### src/source/hb_bus_pkg.sv
`default_nettype none

package hb_bus_pkg;

  // Slave index into the per-slave strobe and read word vectors
  typedef enum logic [1:0] {
    slave_debug,
    slave_eint,
    slave_timer,
    slave_uart
  } hb_slave_e;

  // Word addresses on the host bus
  localparam logic [7:0] addr_debug_base = 8'd0;
  localparam logic [7:0] addr_eint_pend  = 8'd4;
  localparam logic [7:0] addr_eint_en    = 8'd8;
  localparam logic [7:0] addr_timer_lo   = 8'd12;
  localparam logic [7:0] addr_timer_hi   = 8'd16;
  localparam logic [7:0] addr_timer_cmp  = 8'd20;
  localparam logic [7:0] addr_timer_ctrl = 8'd24;
  localparam logic [7:0] addr_uart_data  = 8'd28;
  localparam logic [7:0] addr_uart_stat  = 8'd29;
  localparam logic [7:0] addr_uart_div   = 8'd30;
  localparam logic [7:0] addr_uart_ctrl  = 8'd31;

endpackage

`default_nettype wire

### src/source/hb_periph_pkg.sv
`default_nettype none

package hb_periph_pkg;

  // Opcodes for the timer control register
  typedef enum logic [1:0] {
    cmd_stop  = 2'd0,
    cmd_run   = 2'd1,
    cmd_clear = 2'd2
  } timer_cmd_e;

  // Transmitter frame position
  typedef enum logic [1:0] {
    uart_idle,
    uart_start,
    uart_data,
    uart_stop
  } uart_state_e;

  localparam int eint_lines = 8;

  // Bit positions in read words
  localparam int uart_busy_bit   = 0;
  localparam int timer_match_bit = 2;

endpackage

`default_nettype wire

### src/source/hb_debug_regs.sv
`timescale 1ns/10ps
`default_nettype none

module hb_debug_regs (
  input  logic        hb_clk,
  input  logic        rst_n,
  input  logic        wen,
  input  logic [1:0]  waddr,
  input  logic [1:0]  raddr,
  input  logic [31:0] wdata,
  output logic [31:0] rdata
);

  logic [31:0] scratch [4];

  always_ff @(posedge hb_clk) begin
    if (!rst_n) begin
      for (int i = 0; i < 4; i++) begin
        scratch[i] <= '0;
      end
    end else if (wen) begin
      scratch[waddr] <= wdata;
    end
  end

  assign rdata = scratch[raddr];

endmodule

`default_nettype wire

### src/source/hb_domain.sv
`timescale 1ns/10ps
`default_nettype none

module hb_domain
  import hb_bus_pkg::*;
(
  input  logic        hb_clk,
  input  logic        rst_n,
  input  logic        ren,
  input  logic        wen,
  input  logic [7:0]  raddr,
  input  logic [7:0]  waddr,
  input  logic [31:0] slave_rdata [4],
  output logic        read_finish,
  output logic [31:0] rdata,
  output logic [3:0]  slave_ren,
  output logic [3:0]  slave_wen
);

  logic [3:0] rsel;
  logic [3:0] wsel;

  // One-hot slave select from the address map
  function automatic logic [3:0] decode_slave(input logic [7:0] addr);
    logic [3:0] sel;
    sel = '0;
    if (addr inside {[addr_debug_base : addr_debug_base + 8'd3]}) begin
      sel[slave_debug] = 1'b1;
    end
    if (addr == addr_eint_pend || addr == addr_eint_en) begin
      sel[slave_eint] = 1'b1;
    end
    if (addr inside {addr_timer_lo, addr_timer_hi, addr_timer_cmp, addr_timer_ctrl}) begin
      sel[slave_timer] = 1'b1;
    end
    if (addr inside {[addr_uart_data : addr_uart_ctrl]}) begin
      sel[slave_uart] = 1'b1;
    end
    return sel;
  endfunction

  assign rsel = decode_slave(raddr);
  assign wsel = decode_slave(waddr);

  // One strobe per read and none while read_finish is high
  assign slave_ren = (ren && !read_finish) ? rsel : 4'b0000;
  assign slave_wen = wen ? wsel : 4'b0000;

  always_ff @(posedge hb_clk) begin
    if (!rst_n) begin
      read_finish <= 1'b0;
    end else if (read_finish) begin
      read_finish <= 1'b0;
    end else if (ren) begin
      read_finish <= 1'b1;
    end
  end

  // Unmapped reads fall through to zero
  always_comb begin
    rdata = '0;
    for (int i = 0; i < 4; i++) begin
      if (rsel[i]) begin
        rdata = slave_rdata[i];
      end
    end
  end

endmodule

`default_nettype wire

### src/source/hb_eint_ctrl.sv
`timescale 1ns/10ps
`default_nettype none

module hb_eint_ctrl
  import hb_periph_pkg::*;
(
  input  logic                  hb_clk,
  input  logic                  rst_n,
  input  logic                  ren,
  input  logic                  wen,
  input  logic [7:0]            waddr,
  input  logic [7:0]            raddr,
  input  logic [31:0]           wdata,
  input  logic [eint_lines-1:0] eint,
  output logic [31:0]           rdata,
  output logic                  irq
);

  logic [eint_lines-1:0] eint_q;
  logic [eint_lines-1:0] rise;
  logic [eint_lines-1:0] pending;
  logic [eint_lines-1:0] enable;
  logic                  clr_pend;

  assign rise = eint & ~eint_q;

  always_ff @(posedge hb_clk) begin
    if (!rst_n) begin
      eint_q   <= '0;
      pending  <= '0;
      enable   <= '0;
      clr_pend <= 1'b0;
    end else begin
      eint_q   <= eint;
      // Clear lands after the finish cycle, so the master sees the bits first
      clr_pend <= ren && !raddr[3];
      pending  <= clr_pend ? rise : (pending | rise);
      if (wen && waddr[3]) begin
        enable <= wdata[eint_lines-1:0];
      end
    end
  end

  assign irq = |(pending & enable);

  // Bit 3 selects enable (8) over pending (4)
  assign rdata = raddr[3] ? {{(32 - eint_lines){1'b0}}, enable}
                          : {{(32 - eint_lines){1'b0}}, pending};

endmodule

`default_nettype wire

### src/source/hb_system_timer.sv
`timescale 1ns/10ps
`default_nettype none

module hb_system_timer
  import hb_bus_pkg::*;
  import hb_periph_pkg::*;
#(
  parameter int TIMER_W = 64
) (
  input  logic        hb_clk,
  input  logic        rst_n,
  input  logic        wen,
  input  logic [7:0]  waddr,
  input  logic [7:0]  raddr,
  input  logic [31:0] wdata,
  output logic [31:0] rdata
);

  logic [TIMER_W-1:0] count;
  logic [63:0]        count_ext;
  logic [31:0]        compare;
  logic               running;
  logic               match;
  logic [31:0]        ctrl_word;

  always_ff @(posedge hb_clk) begin
    if (!rst_n) begin
      count   <= '0;
      compare <= '0;
      running <= 1'b0;
      match   <= 1'b0;
    end else begin
      if (running) begin
        count <= count + 1'b1;
      end
      if (running && count[31:0] == compare) begin
        match <= 1'b1;
      end
      if (wen && waddr == addr_timer_cmp) begin
        compare <= wdata;
      end
      // Any control write drops the match flag
      if (wen && waddr == addr_timer_ctrl) begin
        match <= 1'b0;
        case (timer_cmd_e'(wdata[1:0]))
          cmd_run:  running <= 1'b1;
          cmd_stop: running <= 1'b0;
          cmd_clear: begin
            running <= 1'b0;
            count   <= '0;
          end
          default: ;
        endcase
      end
    end
  end

  assign count_ext = 64'(count);

  always_comb begin
    ctrl_word                  = '0;
    ctrl_word[0]               = running;
    ctrl_word[timer_match_bit] = match;
  end

  always_comb begin
    case (raddr)
      addr_timer_lo:   rdata = count_ext[31:0];
      addr_timer_hi:   rdata = count_ext[63:32];
      addr_timer_cmp:  rdata = compare;
      addr_timer_ctrl: rdata = ctrl_word;
      default:         rdata = '0;
    endcase
  end

endmodule

`default_nettype wire

### src/source/hb_top.sv
`timescale 1ns/10ps
`default_nettype none

module hb_top
  import hb_bus_pkg::*;
#(
  parameter int TIMER_W        = 64,
  parameter int UART_DIV_RESET = 16
) (
  input  logic        hb_clk,
  input  logic        rst_n,
  input  logic        ren,
  input  logic        wen,
  input  logic [7:0]  raddr,
  input  logic [7:0]  waddr,
  input  logic [31:0] wdata,
  input  logic [7:0]  eint,
  output logic        read_finish,
  output logic [31:0] rdata,
  output logic        irq,
  output logic        uart_txd
);

  logic [31:0] slave_rdata [4];
  logic [3:0]  slave_ren;
  logic [3:0]  slave_wen;

  hb_domain domain_i (
    .hb_clk      (hb_clk),
    .rst_n       (rst_n),
    .ren         (ren),
    .wen         (wen),
    .raddr       (raddr),
    .waddr       (waddr),
    .slave_rdata (slave_rdata),
    .read_finish (read_finish),
    .rdata       (rdata),
    .slave_ren   (slave_ren),
    .slave_wen   (slave_wen)
  );

  hb_debug_regs debug_i (
    .hb_clk (hb_clk),
    .rst_n  (rst_n),
    .wen    (slave_wen[slave_debug]),
    .waddr  (waddr[1:0]),
    .raddr  (raddr[1:0]),
    .wdata  (wdata),
    .rdata  (slave_rdata[slave_debug])
  );

  hb_eint_ctrl eint_i (
    .hb_clk (hb_clk),
    .rst_n  (rst_n),
    .ren    (slave_ren[slave_eint]),
    .wen    (slave_wen[slave_eint]),
    .waddr  (waddr),
    .raddr  (raddr),
    .wdata  (wdata),
    .eint   (eint),
    .rdata  (slave_rdata[slave_eint]),
    .irq    (irq)
  );

  hb_system_timer #(
    .TIMER_W (TIMER_W)
  ) timer_i (
    .hb_clk (hb_clk),
    .rst_n  (rst_n),
    .wen    (slave_wen[slave_timer]),
    .waddr  (waddr),
    .raddr  (raddr),
    .wdata  (wdata),
    .rdata  (slave_rdata[slave_timer])
  );

  hb_uart_tx #(
    .UART_DIV_RESET (UART_DIV_RESET)
  ) uart_i (
    .hb_clk   (hb_clk),
    .rst_n    (rst_n),
    .wen      (slave_wen[slave_uart]),
    .waddr    (waddr[1:0]),
    .raddr    (raddr[1:0]),
    .wdata    (wdata),
    .rdata    (slave_rdata[slave_uart]),
    .uart_txd (uart_txd)
  );

endmodule

`default_nettype wire

### src/source/hb_uart_tx.sv
`timescale 1ns/10ps
`default_nettype none

module hb_uart_tx
  import hb_bus_pkg::*;
  import hb_periph_pkg::*;
#(
  parameter int UART_DIV_RESET = 16
) (
  input  logic        hb_clk,
  input  logic        rst_n,
  input  logic        wen,
  input  logic [1:0]  waddr,
  input  logic [1:0]  raddr,
  input  logic [31:0] wdata,
  output logic [31:0] rdata,
  output logic        uart_txd
);

  uart_state_e state;
  logic [15:0] divisor;
  logic [15:0] baud_cnt;
  logic [7:0]  tx_byte;
  logic [7:0]  shift;
  logic [2:0]  bit_idx;
  logic        enable;
  logic        busy;

  assign busy = (state != uart_idle);

  always_ff @(posedge hb_clk) begin
    if (!rst_n) begin
      state    <= uart_idle;
      divisor  <= 16'(UART_DIV_RESET);
      baud_cnt <= '0;
      tx_byte  <= '0;
      shift    <= '0;
      bit_idx  <= '0;
      enable   <= 1'b0;
      uart_txd <= 1'b1;
    end else begin
      if (wen && waddr == addr_uart_div[1:0]) begin
        divisor <= wdata[15:0];
      end
      if (wen && waddr == addr_uart_ctrl[1:0]) begin
        enable <= wdata[0];
      end
      case (state)
        uart_idle: begin
          if (wen && enable && waddr == addr_uart_data[1:0]) begin
            tx_byte  <= wdata[7:0];
            shift    <= wdata[7:0];
            baud_cnt <= divisor - 16'd1;
            uart_txd <= 1'b0;
            state    <= uart_start;
          end
        end
        uart_start: begin
          if (baud_cnt == 16'd0) begin
            uart_txd <= shift[0];
            shift    <= shift >> 1;
            bit_idx  <= '0;
            baud_cnt <= divisor - 16'd1;
            state    <= uart_data;
          end else begin
            baud_cnt <= baud_cnt - 16'd1;
          end
        end
        uart_data: begin
          if (baud_cnt == 16'd0) begin
            baud_cnt <= divisor - 16'd1;
            if (bit_idx == 3'd7) begin
              uart_txd <= 1'b1;
              state    <= uart_stop;
            end else begin
              uart_txd <= shift[0];
              shift    <= shift >> 1;
              bit_idx  <= bit_idx + 3'd1;
            end
          end else begin
            baud_cnt <= baud_cnt - 16'd1;
          end
        end
        uart_stop: begin
          // Wait out the stop bit on a line already high
          if (baud_cnt == 16'd0) begin
            state <= uart_idle;
          end else begin
            baud_cnt <= baud_cnt - 16'd1;
          end
        end
        default: state <= uart_idle;
      endcase
    end
  end

  always_comb begin
    rdata = '0;
    case (raddr)
      addr_uart_data[1:0]: rdata[7:0]           = tx_byte;
      addr_uart_stat[1:0]: rdata[uart_busy_bit] = busy;
      addr_uart_div[1:0]:  rdata[15:0]          = divisor;
      addr_uart_ctrl[1:0]: rdata[0]             = enable;
      default: ;
    endcase
  end

endmodule

`default_nettype wire
### config.mk
export PLATFORM = sky130hd
export DESIGN_NAME = hb_top
export DESIGN_NICKNAME = d
export VERILOG_FILES = /design/src/source/hb_bus_pkg.sv /design/src/source/hb_periph_pkg.sv /design/src/source/hb_debug_regs.sv /design/src/source/hb_domain.sv /design/src/source/hb_eint_ctrl.sv /design/src/source/hb_system_timer.sv /design/src/source/hb_top.sv /design/src/source/hb_uart_tx.sv
export SDC_FILE = /design/constraint.sdc
export NUM_CORES = 1
export LEC_CHECK = 0
export BUFFER_PORTS_ARGS = -buffer_cell sky130_fd_sc_hd__buf_2
export CELL_PAD_IN_SITES_DETAIL_PLACEMENT = 1
export CELL_PAD_IN_SITES_GLOBAL_PLACEMENT = 1
export CORE_UTILIZATION = 52
export CTS_CLUSTER_DIAMETER = 120
export DETAILED_ROUTE_END_ITERATION = 8
export PLACE_DENSITY_LB_ADDON = 0.1
export SLEW_MARGIN = 10
export SYNTH_ARGS = -nofsm -noshare
export SYNTH_HDL_FRONTEND = slang
export SYNTH_SLANG_ARGS = --single-unit
### constraint.sdc
create_clock -name hb_clk -period 7.9 [get_ports hb_clk]
set_input_delay 1.58 -clock hb_clk [delete_from_list [all_inputs] [get_ports hb_clk]]
set_output_delay 1.58 -clock hb_clk [all_outputs]
set_load 0.1 [all_outputs]
==> impl_metrics.csv, run 1 <==
group,metric,value,unit
yosys,synthArstFlopShare,0,%
yosys,yosys_warnings,0,
cells_and_area,fin_area,17100,µm²
worst_setup_path,rr_startpoint,"uart_i.state[1]",
route,post_drt_wl_per_cell,25.5,µm
sta,fmax,165,MHz
route,drc_errors,0,
cells_and_area,n_fill_cell,3114,
worst_setup_path,cp-end-kind,"output pin",
worst_setup_path,cp_slowest_stage_delay,0.96,ns
floorplanning,die_x,173,µm
cts,numCtsBuffers,36,
floorplanning,initial_core_util,52.8,%
pwr,ir_worst_vdd,0.000165,V
sta,tns,0,ns
yosys,synth-seq-cells,307,
sta,fin_ws,1.85,ns
cells_and_area,num_antenna_cells,0,
yosys,yosysTopAreaCellShare,25.3,%
worst_setup_path,path_max_fanout,36,
worst_setup_path,crit_cells,7,
worst_setup_path,reg2reg_slack,4.77,ns
cts,cts_tree,"built",
place,dp_slack,1.92,ns
cts,cts_max_level,2,
cts,cts_buffer_depth,3,
cts,holdBufCountCts,0,
route,drt_iter0_markers,1215,
yosys,yosysUniqueCellTypes,72,
cells_and_area,drive_above_1_share,15.3,%
route,first_pass_iters,6,
yosys,synth_area_leader_cell,"edfxtp_1",
cells_and_area,seq_area,7430,µm²
pwr,power_density,208,nW/µm²
floorplanning,die_y,173,µm
cells_and_area,area_delta_synth_final,12.9,%
cells_and_area,multiInputGateArea,7280,µm²
min_path,holdCritPathClass,"reg2reg",
worst_setup_path,reg2reg_depth,6,
worst_setup_path,crit_type,"in2out",
place,port_buffers,94,
sta,fin_crit,6.05,ns
yosys,ys.flop_type,"dfxtp_1",
sta,fin_crit_sh,76.6,%
global_route,grt_pass1_vias,12800,
yosys,synthTopCellsByArea,"edfxtp_1 (25%), dfxtp_1 (24%), mux4_2 (4.9%)",
cts,clk_pin_slew,0.06,ns
sta,setup_viol,0,
route,avgViaCountPerCell,6.54,
floorplanning,die_area,29900,µm²
yosys,synthesis.instances,1484,
worst_setup_path,cp-startpoint,"raddr[1]",
worst_setup_path,timing.rr.end,"uart_i.baud_cnt[6]",
route,dr_total_vias,12700,
global_route,grt_max_degree,67,
global_route,grt_pass1_wl,76000,µm
cts,cts_setup_buffers,0,
worst_setup_path,cpMaxStageDelayCell,"nor4_4",
floorplanning,core_area,28700,µm²
worst_setup_path,cpMostUsedCell,"buf_2",
place,placed_area,16000,µm²
yosys,synthesis.nets,1553,
yosys,syn_avg_cell_area,10.2,µm²
route,wl,49600,µm
global_route,track_usage,32.9,%
global_route,gr-total-overflow,0,
sta,skew,0.0110,ns
sta,rsz0062_at_grt,"no",
sta,slew_viol_final,0,
worst_setup_path,cp-start-kind,"primary input",
cells_and_area,layout.nets,1601,
sta,hold_viol,0,
yosys,netlist_area,15200,µm²
yosys,synth_edf_count,128,
pwr,leakage,6.67,nW
worst_setup_path,path_cells,"buf_2 > inv_1 > nor4_4 > a22o_1 > a311oi_1 > nand2_1 > buf_2",
place,dpl.hpwl,32900,µm
floorplanning,io_pins,95,
worst_setup_path,critPathBufInv,3,
sta,max-slew-margin-rel,27.1,%
status,status,"completed",
cts,cts-root-buf,"clkbuf_16",
route,final_antenna_net_count,0,
yosys,synth_seq_area_share,49.0,%
worst_setup_path,critPathTopFamily,"buffers and inverters",
cts,clock-sinks,307,
worst_setup_path,endpoint,"rdata[2]",
place,gp_congestion,0.906,
cts,ctsResizeCount,0,
global_route,antenna_found_initial,0,
floorplanning,num_rows,62,
worst_setup_path,cp.arrival,4.47,ns
sta,worst_pin_slew,1.08,ns
job,drv_cap,0,
worst_setup_path,cp.required,6.32,ns
cts,worst_skew_pair.late_latency,0.53,ns
sta,timing.hold.ws,0.442,ns
-- state kept, by name, summed over array words and instances, names as in the netlist, 2 cells and up --
register,count
eint_i.pending,8
uart_i.tx_byte,8
eint_i.eint_q,8
uart_i.divisor,16
timer_i.count,64
uart_i.shift,8
eint_i.enable,8
uart_i.state,2
uart_i.baud_cnt,16
uart_i.bit_idx,3
timer_i.compare,32
debug_i.scratch,128
-- layout make-up --
type / count / area share (%)
Clock buffer: 49 / 5.78
Clock inverter: 15 / 1.07
Inverter: 34 / 0.745
Multi-Input combinational cell: 1037 / 42.5
Sequential cell: 307 / 43.4
Tap cell: 384 / 2.81
Timing Repair Buffer: 116 / 3.71
-- power by group --
part / switching (mW) / leakage (nW) / internal [mW] / total (mW)
clock network: 0.690 / 0.574 / 0.986 / 1.68
logic: 0.123 / 3.43 / 0.0567 / 0.180
registers: 0.0167 / 2.66 / 1.69 / 1.71
-- how the worst min path moves through the flow --
stage,start,to,cells after the start
floorplan,timer_i.count[63],timer_i.count[63],2
global placement,domain_i.read_finish,domain_i.read_finish,1
detailed placement,domain_i.read_finish,domain_i.read_finish,1
CTS,domain_i.read_finish,domain_i.read_finish,1
global route,domain_i.read_finish,domain_i.read_finish,1
finish,domain_i.read_finish,domain_i.read_finish,1
-- layout by cell type, fill, tap and decap left out, drive strengths merged, types with 9 or more instances in the layout --
master	Yosys	layout
clkbuf	82	49
clkinv	0	9
nand3	49	49
edfxtp	128	128
o31ai	23	23
a211oi	10	10
ha	9	9
a22oi	41	41
dfxtp	179	179
nor2	144	144
nand4	35	35
o22ai	15	15
nand2	105	105
or4	28	28
o21ai	29	29
nor4	23	23
and2	77	77
and3	69	69
nor3	19	19
or3	12	12
xnor2	11	11
buf	24	116
a21oi	51	51
inv	34	36
mux2i	74	74
a222oi	14	14
or2	9	9
mux4	33	33
and4	12	12
xor2	62	62
-- per-layer routing --
layer | vias up | GRT usage, % | routed length, µm
met1 | 6451 | 46.4 | 20900
met3 | 105 | 5.19 | 4260
met4 | 0 | 9.37 | 1300
met2 | 542 | 52.5 | 23100
li1 | 5606 | - | -
met5 | - | 0 | 0
-- worst reg2reg max path: cells and delay by family (launching register included) --
family	cells	cell delay, ns
simple gates	2	1.10
buf+inv	1	0.09
flops	1	0.39
compound gates	2	0.76
fa+ha+maj	1	0.71
-- cells in the mapped netlist (10+ instances only) --
cell type  instances
a211oi_1          10
a21oi_1           51
a222oi_1          14
a22oi_1           41
and2_1            77
and3_1            69
and4_1            12
buf_2             14
clkbuf_1          82
dfxtp_1          179
edfxtp_1         128
inv_1             33
mux2i_1           74
mux4_2            33
nand2_1          105
nand3_1           49
nand4_1           35
nor2_1           142
nor3_1            18
nor4_1            20
o21ai_0           28
o22ai_1           15
o31ai_1           23
or3_1             12
or4_1             28
xnor2_1           11
xor2_1            62
-- kinds of logic after synthesis --
family	count (synthesis)	synth area share, %
simple gates	606	21.2
fa+ha+maj	9	0.742
flops	307	49.0
buf+inv	140	3.65
compound gates	236	11.0
mux	113	10.2
xor+xnor	73	4.22
-- through the flow --
step	utilization (%)	cells	total power [mW]
final	59.7	1942	3.56
after global routing	59.7	1942	3.65
after CTS	59.7	1942	3.57
after detailed placement	55.6	1878	1.91
after global placement	55.6	1878	1.91
after floorplan	-	1484	1.83
No activity file was read; power rests on OpenSTA's default activity.
==> run 2, diff against run 1 <==
Settings changed: CORE_UTILIZATION 52 to 48.
Clock period 7.9 ns to 5.71 ns, I/O delays scaled along.
==> impl_metrics.csv, run 2 (synthesized netlist as in run 1, its figures left out) <==
group,metric,value,unit
worst_setup_path,cpMaxStageDelayCell,"or4b_1",
cells_and_area,area_delta_synth_final,12.9,%
cells_and_area,reg_top3,"debug_i.scratch x128, timer_i.count x64, timer_i.compare x32",
worst_setup_path,critPathTopFamily,"simple AND/OR/NAND/NOR gates",
worst_setup_path,path_cells,"buf_2 > or4b_1 > nor3_1 > and2_1 > buf_4 > a222oi_1 > nand2_1 > buf_2",
route,dr_total_vias,12500,
floorplanning,die_area,32300,µm²
route,wl,49300,µm
cts,cts_tree,"built",
cells_and_area,num_antenna_cells,0,
global_route,antenna_found_initial,0,
cells_and_area,final_cells,1962,
sta,timing.hold.ws,0.467,ns
cts,clk_pin_slew,0.06,ns
sta,fin_crit,4.73,ns
route,drc_errors,3,
cells_and_area,final_common_cell,"dfxtp_1",
status,violations,"DRC",
floorplanning,initial_core_util,49.2,%
worst_setup_path,crit_cells,8,
global_route,gr-total-overflow,0,
cells_and_area,largest_reg_flops,128,
pwr,ir_worst_vdd,0.000233,V
place,placed_area,16000,µm²
job,drv_cap,0,
sta,fin_crit_sh,82.9,%
worst_setup_path,critPathBufInv,3,
pwr,p_total,4.79,mW
route,post_drt_wl_per_cell,25.1,µm
worst_setup_path,cp.required,4.57,ns
place,port_buffers,94,
place,gp_congestion,0.902,
status,status,"complete, but fails checks",
global_route,track_usage,30.6,%
sta,rsz0062_at_grt,"no",
cells_and_area,top_register,"debug_i.scratch",
worst_setup_path,rr_startpoint,"timer_i.running",
global_route,grt_max_degree,58,
sta,tns,0,ns
worst_setup_path,cpMostUsedCell,"buf_2",
worst_setup_path,endpoint,"rdata[9]",
worst_setup_path,cp-startpoint,"raddr[7]",
cts,clock-sinks,307,
pwr,leakage,6.67,nW
cts,holdBufCountCts,0,
cells_and_area,n_fill_cell,3358,
place,place_inst,1898,
cells_and_area,layout.nets,1608,
floorplanning,die_x,180,µm
min_path,holdCritPathClass,"reg2reg",
worst_setup_path,cp-end-kind,"output pin",
sta,fmax,211,MHz
global_route,grt_pass1_wl,76900,µm
sta,setup_viol,0,
worst_setup_path,cp_slowest_stage_delay,0.65,ns
cts,cts_setup_buffers,0,
cts,worst_skew_pair.late_latency,0.53,ns
worst_setup_path,timing.rr.end,"timer_i.count[47]",
floorplanning,num_rows,64,
route,avgViaCountPerCell,6.38,
worst_setup_path,crit_type,"in2out",
cts,cts_max_level,2,
route,first_pass_iters,9,
cts,numCtsBuffers,35,
sta,worst_pin_slew,1.21,ns
worst_setup_path,cp.arrival,3.59,ns
worst_setup_path,path_max_fanout,29,
pwr,power_density,279,nW/µm²
cells_and_area,fin_area,17100,µm²
sta,hold_viol,0,
route,final_antenna_net_count,0,
floorplanning,die_y,180,µm
global_route,grt_pass1_vias,12900,
cts,cts-root-buf,"clkbuf_16",
cells_and_area,drive_above_1_share,15.4,%
cts,cts_buffer_depth,3,
cells_and_area,mostFrequentLayoutCells,"dfxtp_1 (179), nor2_1 (140), edfxtp_1 (128)",
worst_setup_path,cp-start-kind,"primary input",
place,dpl.hpwl,34000,µm
worst_setup_path,reg2reg_slack,2.53,ns
floorplanning,core_area,30800,µm²
route,drt_iter0_markers,960,
floorplanning,io_pins,95,
sta,max-slew-margin-rel,19.0,%
sta,slew_viol_final,0,
cts,ctsResizeCount,0,
sta,skew,0.0195,ns
worst_setup_path,reg2reg_depth,5,
-- run 2: how the worst min path moves through the flow --
stage / from / end / slack, ns / cells after the start
after floorplan: timer_i.count[63] / timer_i.count[63] / 0.45 / 2
after global placement: domain_i.read_finish / domain_i.read_finish / 0.43 / 1
after detailed placement: domain_i.read_finish / domain_i.read_finish / 0.45 / 1
after CTS: domain_i.read_finish / domain_i.read_finish / 0.46 / 1
after global routing: domain_i.read_finish / domain_i.read_finish / 0.47 / 1
final: domain_i.read_finish / domain_i.read_finish / 0.47 / 1
-- run 2: final cells by class --
class	instances	area (µm²)	area share, %
clock inverter	14	101	0.592
tap	396	495	2.89
inverter	34	128	0.745
timing repair buffer	124	708	4.14
clock buffer	50	993	5.80
sequential	307	7430	43.4
multi-input combinational	1037	7270	42.5
-- run 2: layer usage --
layer,global-route usage [%],wire length (µm),up-vias
met1,43.7,22000,6374
met4,8.52,1180,0
met3,4.58,3610,78
li1,-,-,5619
met5,0,0,-
met2,48.4,22500,445
-- run 2: stage by stage --
step | setup slack, ns | utilization, %
after floorplan | 0.439 | -
after global placement | 1.07 | 52.0
after detailed placement | 1.02 | 52.0
after CTS | 1.01 | 55.6
after global routing | 0.887 | 55.6
final | 0.975 | 55.6
-- run 2: power by group --
group          total [mW]  switching (mW)  internal (mW)
sequential           2.36          0.0201           2.34
combinational       0.253           0.172         0.0805
clock                2.18           0.916           1.26
total                4.79            1.11           3.68
==> run 3, diff against run 2 <==
Settings changed: ABC_AREA from default to 1, CORE_UTILIZATION 48 to 41.
Clock period 5.71 ns to 4.1 ns, I/O delays scaled along.
==> impl_metrics.csv, run 3 <==
group,metric,value,unit
status,status,"completed",
global_route,grt_pass1_vias,15700,
sta,fin_crit_sh,89.1,%
route,post_drt_wl_per_cell,22.1,µm
pwr,leakage,7.44,nW
yosys,syn_avg_cell_area,7.53,µm²
yosys,synthArstFlopShare,0,%
yosys,synth_seq_area_share,46.3,%
worst_setup_path,cp-start-kind,"primary input",
worst_setup_path,cp_slowest_stage_delay,0.35,ns
sta,skew,0.0146,ns
global_route,grt_pass1_wl,92800,µm
worst_setup_path,path_max_fanout,17,
yosys,yosys-top-cells-count,"nand2_1 (429), nor2_1 (324), inv_1 (258)",
cells_and_area,mostFrequentLayoutCells,"nand2_1 (429), nor2_1 (324), inv_1 (258)",
floorplanning,initial_core_util,41.5,%
cts,cts_tree,"built",
global_route,track_usage,31.2,%
floorplanning,core_area,38600,µm²
route,avgViaCountPerCell,5.48,
global_route,grt_max_degree,65,
cells_and_area,drive_above_1_share,12.6,%
sta,max-slew-margin-rel,37.3,%
sta,fin_ws,0.446,ns
global_route,antenna_found_initial,1,
place,port_buffers,94,
place,gp_congestion,0.948,
yosys,synth_edf_count,128,
min_path,holdCritPathClass,"reg2reg",
yosys,ys.flop_type,"dfxtp_1",
yosys,yosysTopAreaCellShare,24.0,%
floorplanning,io_pins,95,
yosys,synthesis.instances,2130,
sta,rsz0062_at_grt,"no",
sta,setup_viol,0,
sta,tns,0,ns
yosys,synth_area_leader_cell,"edfxtp_1",
route,final_antenna_net_count,0,
cts,cts-root-buf,"clkbuf_16",
cts,holdBufCountCts,0,
sta,fin_crit,3.65,ns
yosys,yosysUniqueCellTypes,48,
sta,hold_viol,0,
yosys,synth_most_common_cell,"nand2_1",
place,dp_slack,0.454,ns
pwr,ir_worst_vdd,0.000295,V
pwr,power_density,388,nW/µm²
cts,cts_max_level,2,
worst_setup_path,cp-end-kind,"output pin",
route,first_pass_iters,5,
floorplanning,die_x,200,µm
worst_setup_path,cp.arrival,2.83,ns
floorplanning,num_rows,72,
cells_and_area,final_common_cell,"nand2_1",
place,dpl.hpwl,45200,µm
yosys,synthesis.nets,2199,
route,wl,61200,µm
yosys,yosys_warnings,0,
cts,cts_setup_buffers,0,
sta,fmax,274,MHz
cts,clock-sinks,307,
yosys,synth-seq-cells,307,
yosys,synthTopCellsByArea,"edfxtp_1 (24%), dfxtp_1 (22%), nand2_1 (10%)",
floorplanning,die_y,200,µm
yosys,netlist_area,16000,µm²
cts,cts_buffer_depth,3,
worst_setup_path,cp.required,3.28,ns
job,drv_cap,0,
route,drc_errors,0,
cells_and_area,top_register,"debug_i.scratch",
global_route,gr-total-overflow,0,
cells_and_area,layout.nets,2287,
worst_setup_path,crit_type,"in2out",
sta,timing.hold.ws,0.427,ns
cells_and_area,num_antenna_cells,0,
cells_and_area,largest_reg_flops,128,
sta,slew_viol_final,0,
worst_setup_path,cpMaxStageDelayCell,"nand2_2",
cells_and_area,reg_top3,"debug_i.scratch x128, timer_i.count x64, timer_i.compare x32",
cts,worst_skew_pair.late_latency,0.57,ns
cts,numCtsBuffers,40,
cts,ctsResizeCount,0,
route,dr_total_vias,15200,
worst_setup_path,critPathTopFamily,"simple AND/OR/NAND/NOR gates",
route,drt_iter0_markers,872,
worst_setup_path,critPathBufInv,4,
sta,worst_pin_slew,0.936,ns
cts,clk_pin_slew,0.05,ns
floorplanning,die_area,39900,µm²
worst_setup_path,path_cells,"buf_2 > clkinv_1 > nand2_1 > nor2_1 > nand2_2 > inv_2 > nand2_1 > nand2_1 > a21oi_1 > nand4_1 > buf_12",
worst_setup_path,cpMostUsedCell,"nand2_1",
cells_and_area,area_delta_synth_final,18.1,%
-- run 3: layer usage --
layer	wire [µm]	vias up	global-route usage (%)
li1	-	7172	-
met1	25500	7499	37.7
met2	30300	371	54.6
met3	2470	119	4.08
met4	2940	2	15.6
met5	12	-	0
-- run 3: power breakdown --
part | internal [mW] | switching [mW]
clock | 2.21 | 1.43
combinational | 0.113 | 0.308
sequential | 3.26 | 0.0306
-- run 3: cell families after synthesis --
kind of cell	synth area share, %
and+or+nand+nor	27.6
DFF	46.3
AOI/OAI and AO/OA	13.4
buffers and inverters	8.98
adders and majority gates	0.702
xor gates and xnor gates	3.06
-- run 3: layout make-up --
class / count / area [µm²]
clock buffer: 58 / 1150
clock inverter: 16 / 194
fill: 4727 / 19700
inverter: 284 / 1070
multi-input combinational: 1459 / 7210
sequential: 307 / 7430
tap: 518 / 648
timing repair buffer: 126 / 1260
-- run 3: path summary, 6_finish.rpt --
kind | cells past startpoint | end | slack [ns] | start
worst max register to register | 11 | timer_i.count[43] | 1.70 | timer_i.running
worst min-delay path | 1 | eint_i.pending[3] | 0.43 | eint_i.eint_q[3]
worst max-delay path | 11 | rdata[6] | 0.45 | raddr[3]
worst min register to register | 1 | eint_i.pending[3] | 0.43 | eint_i.eint_q[3]
-- run 3: through the flow --
| step | std cells | utilization [%] | total power, mW | instance area (µm²) |
|---|---|---|---|---|
| CTS | 2768 | 49.0 | 7.40 | 19000 |
| finish | 2768 | 49.0 | 7.35 | 19000 |
| detailed placement | 2694 | 45.6 | 3.78 | 17600 |
| global placement | 2694 | 45.6 | 3.76 | 17600 |
| global route | 2768 | 49.0 | 7.54 | 19000 |
| floorplan | 2130 | - | 3.57 | 16000 |
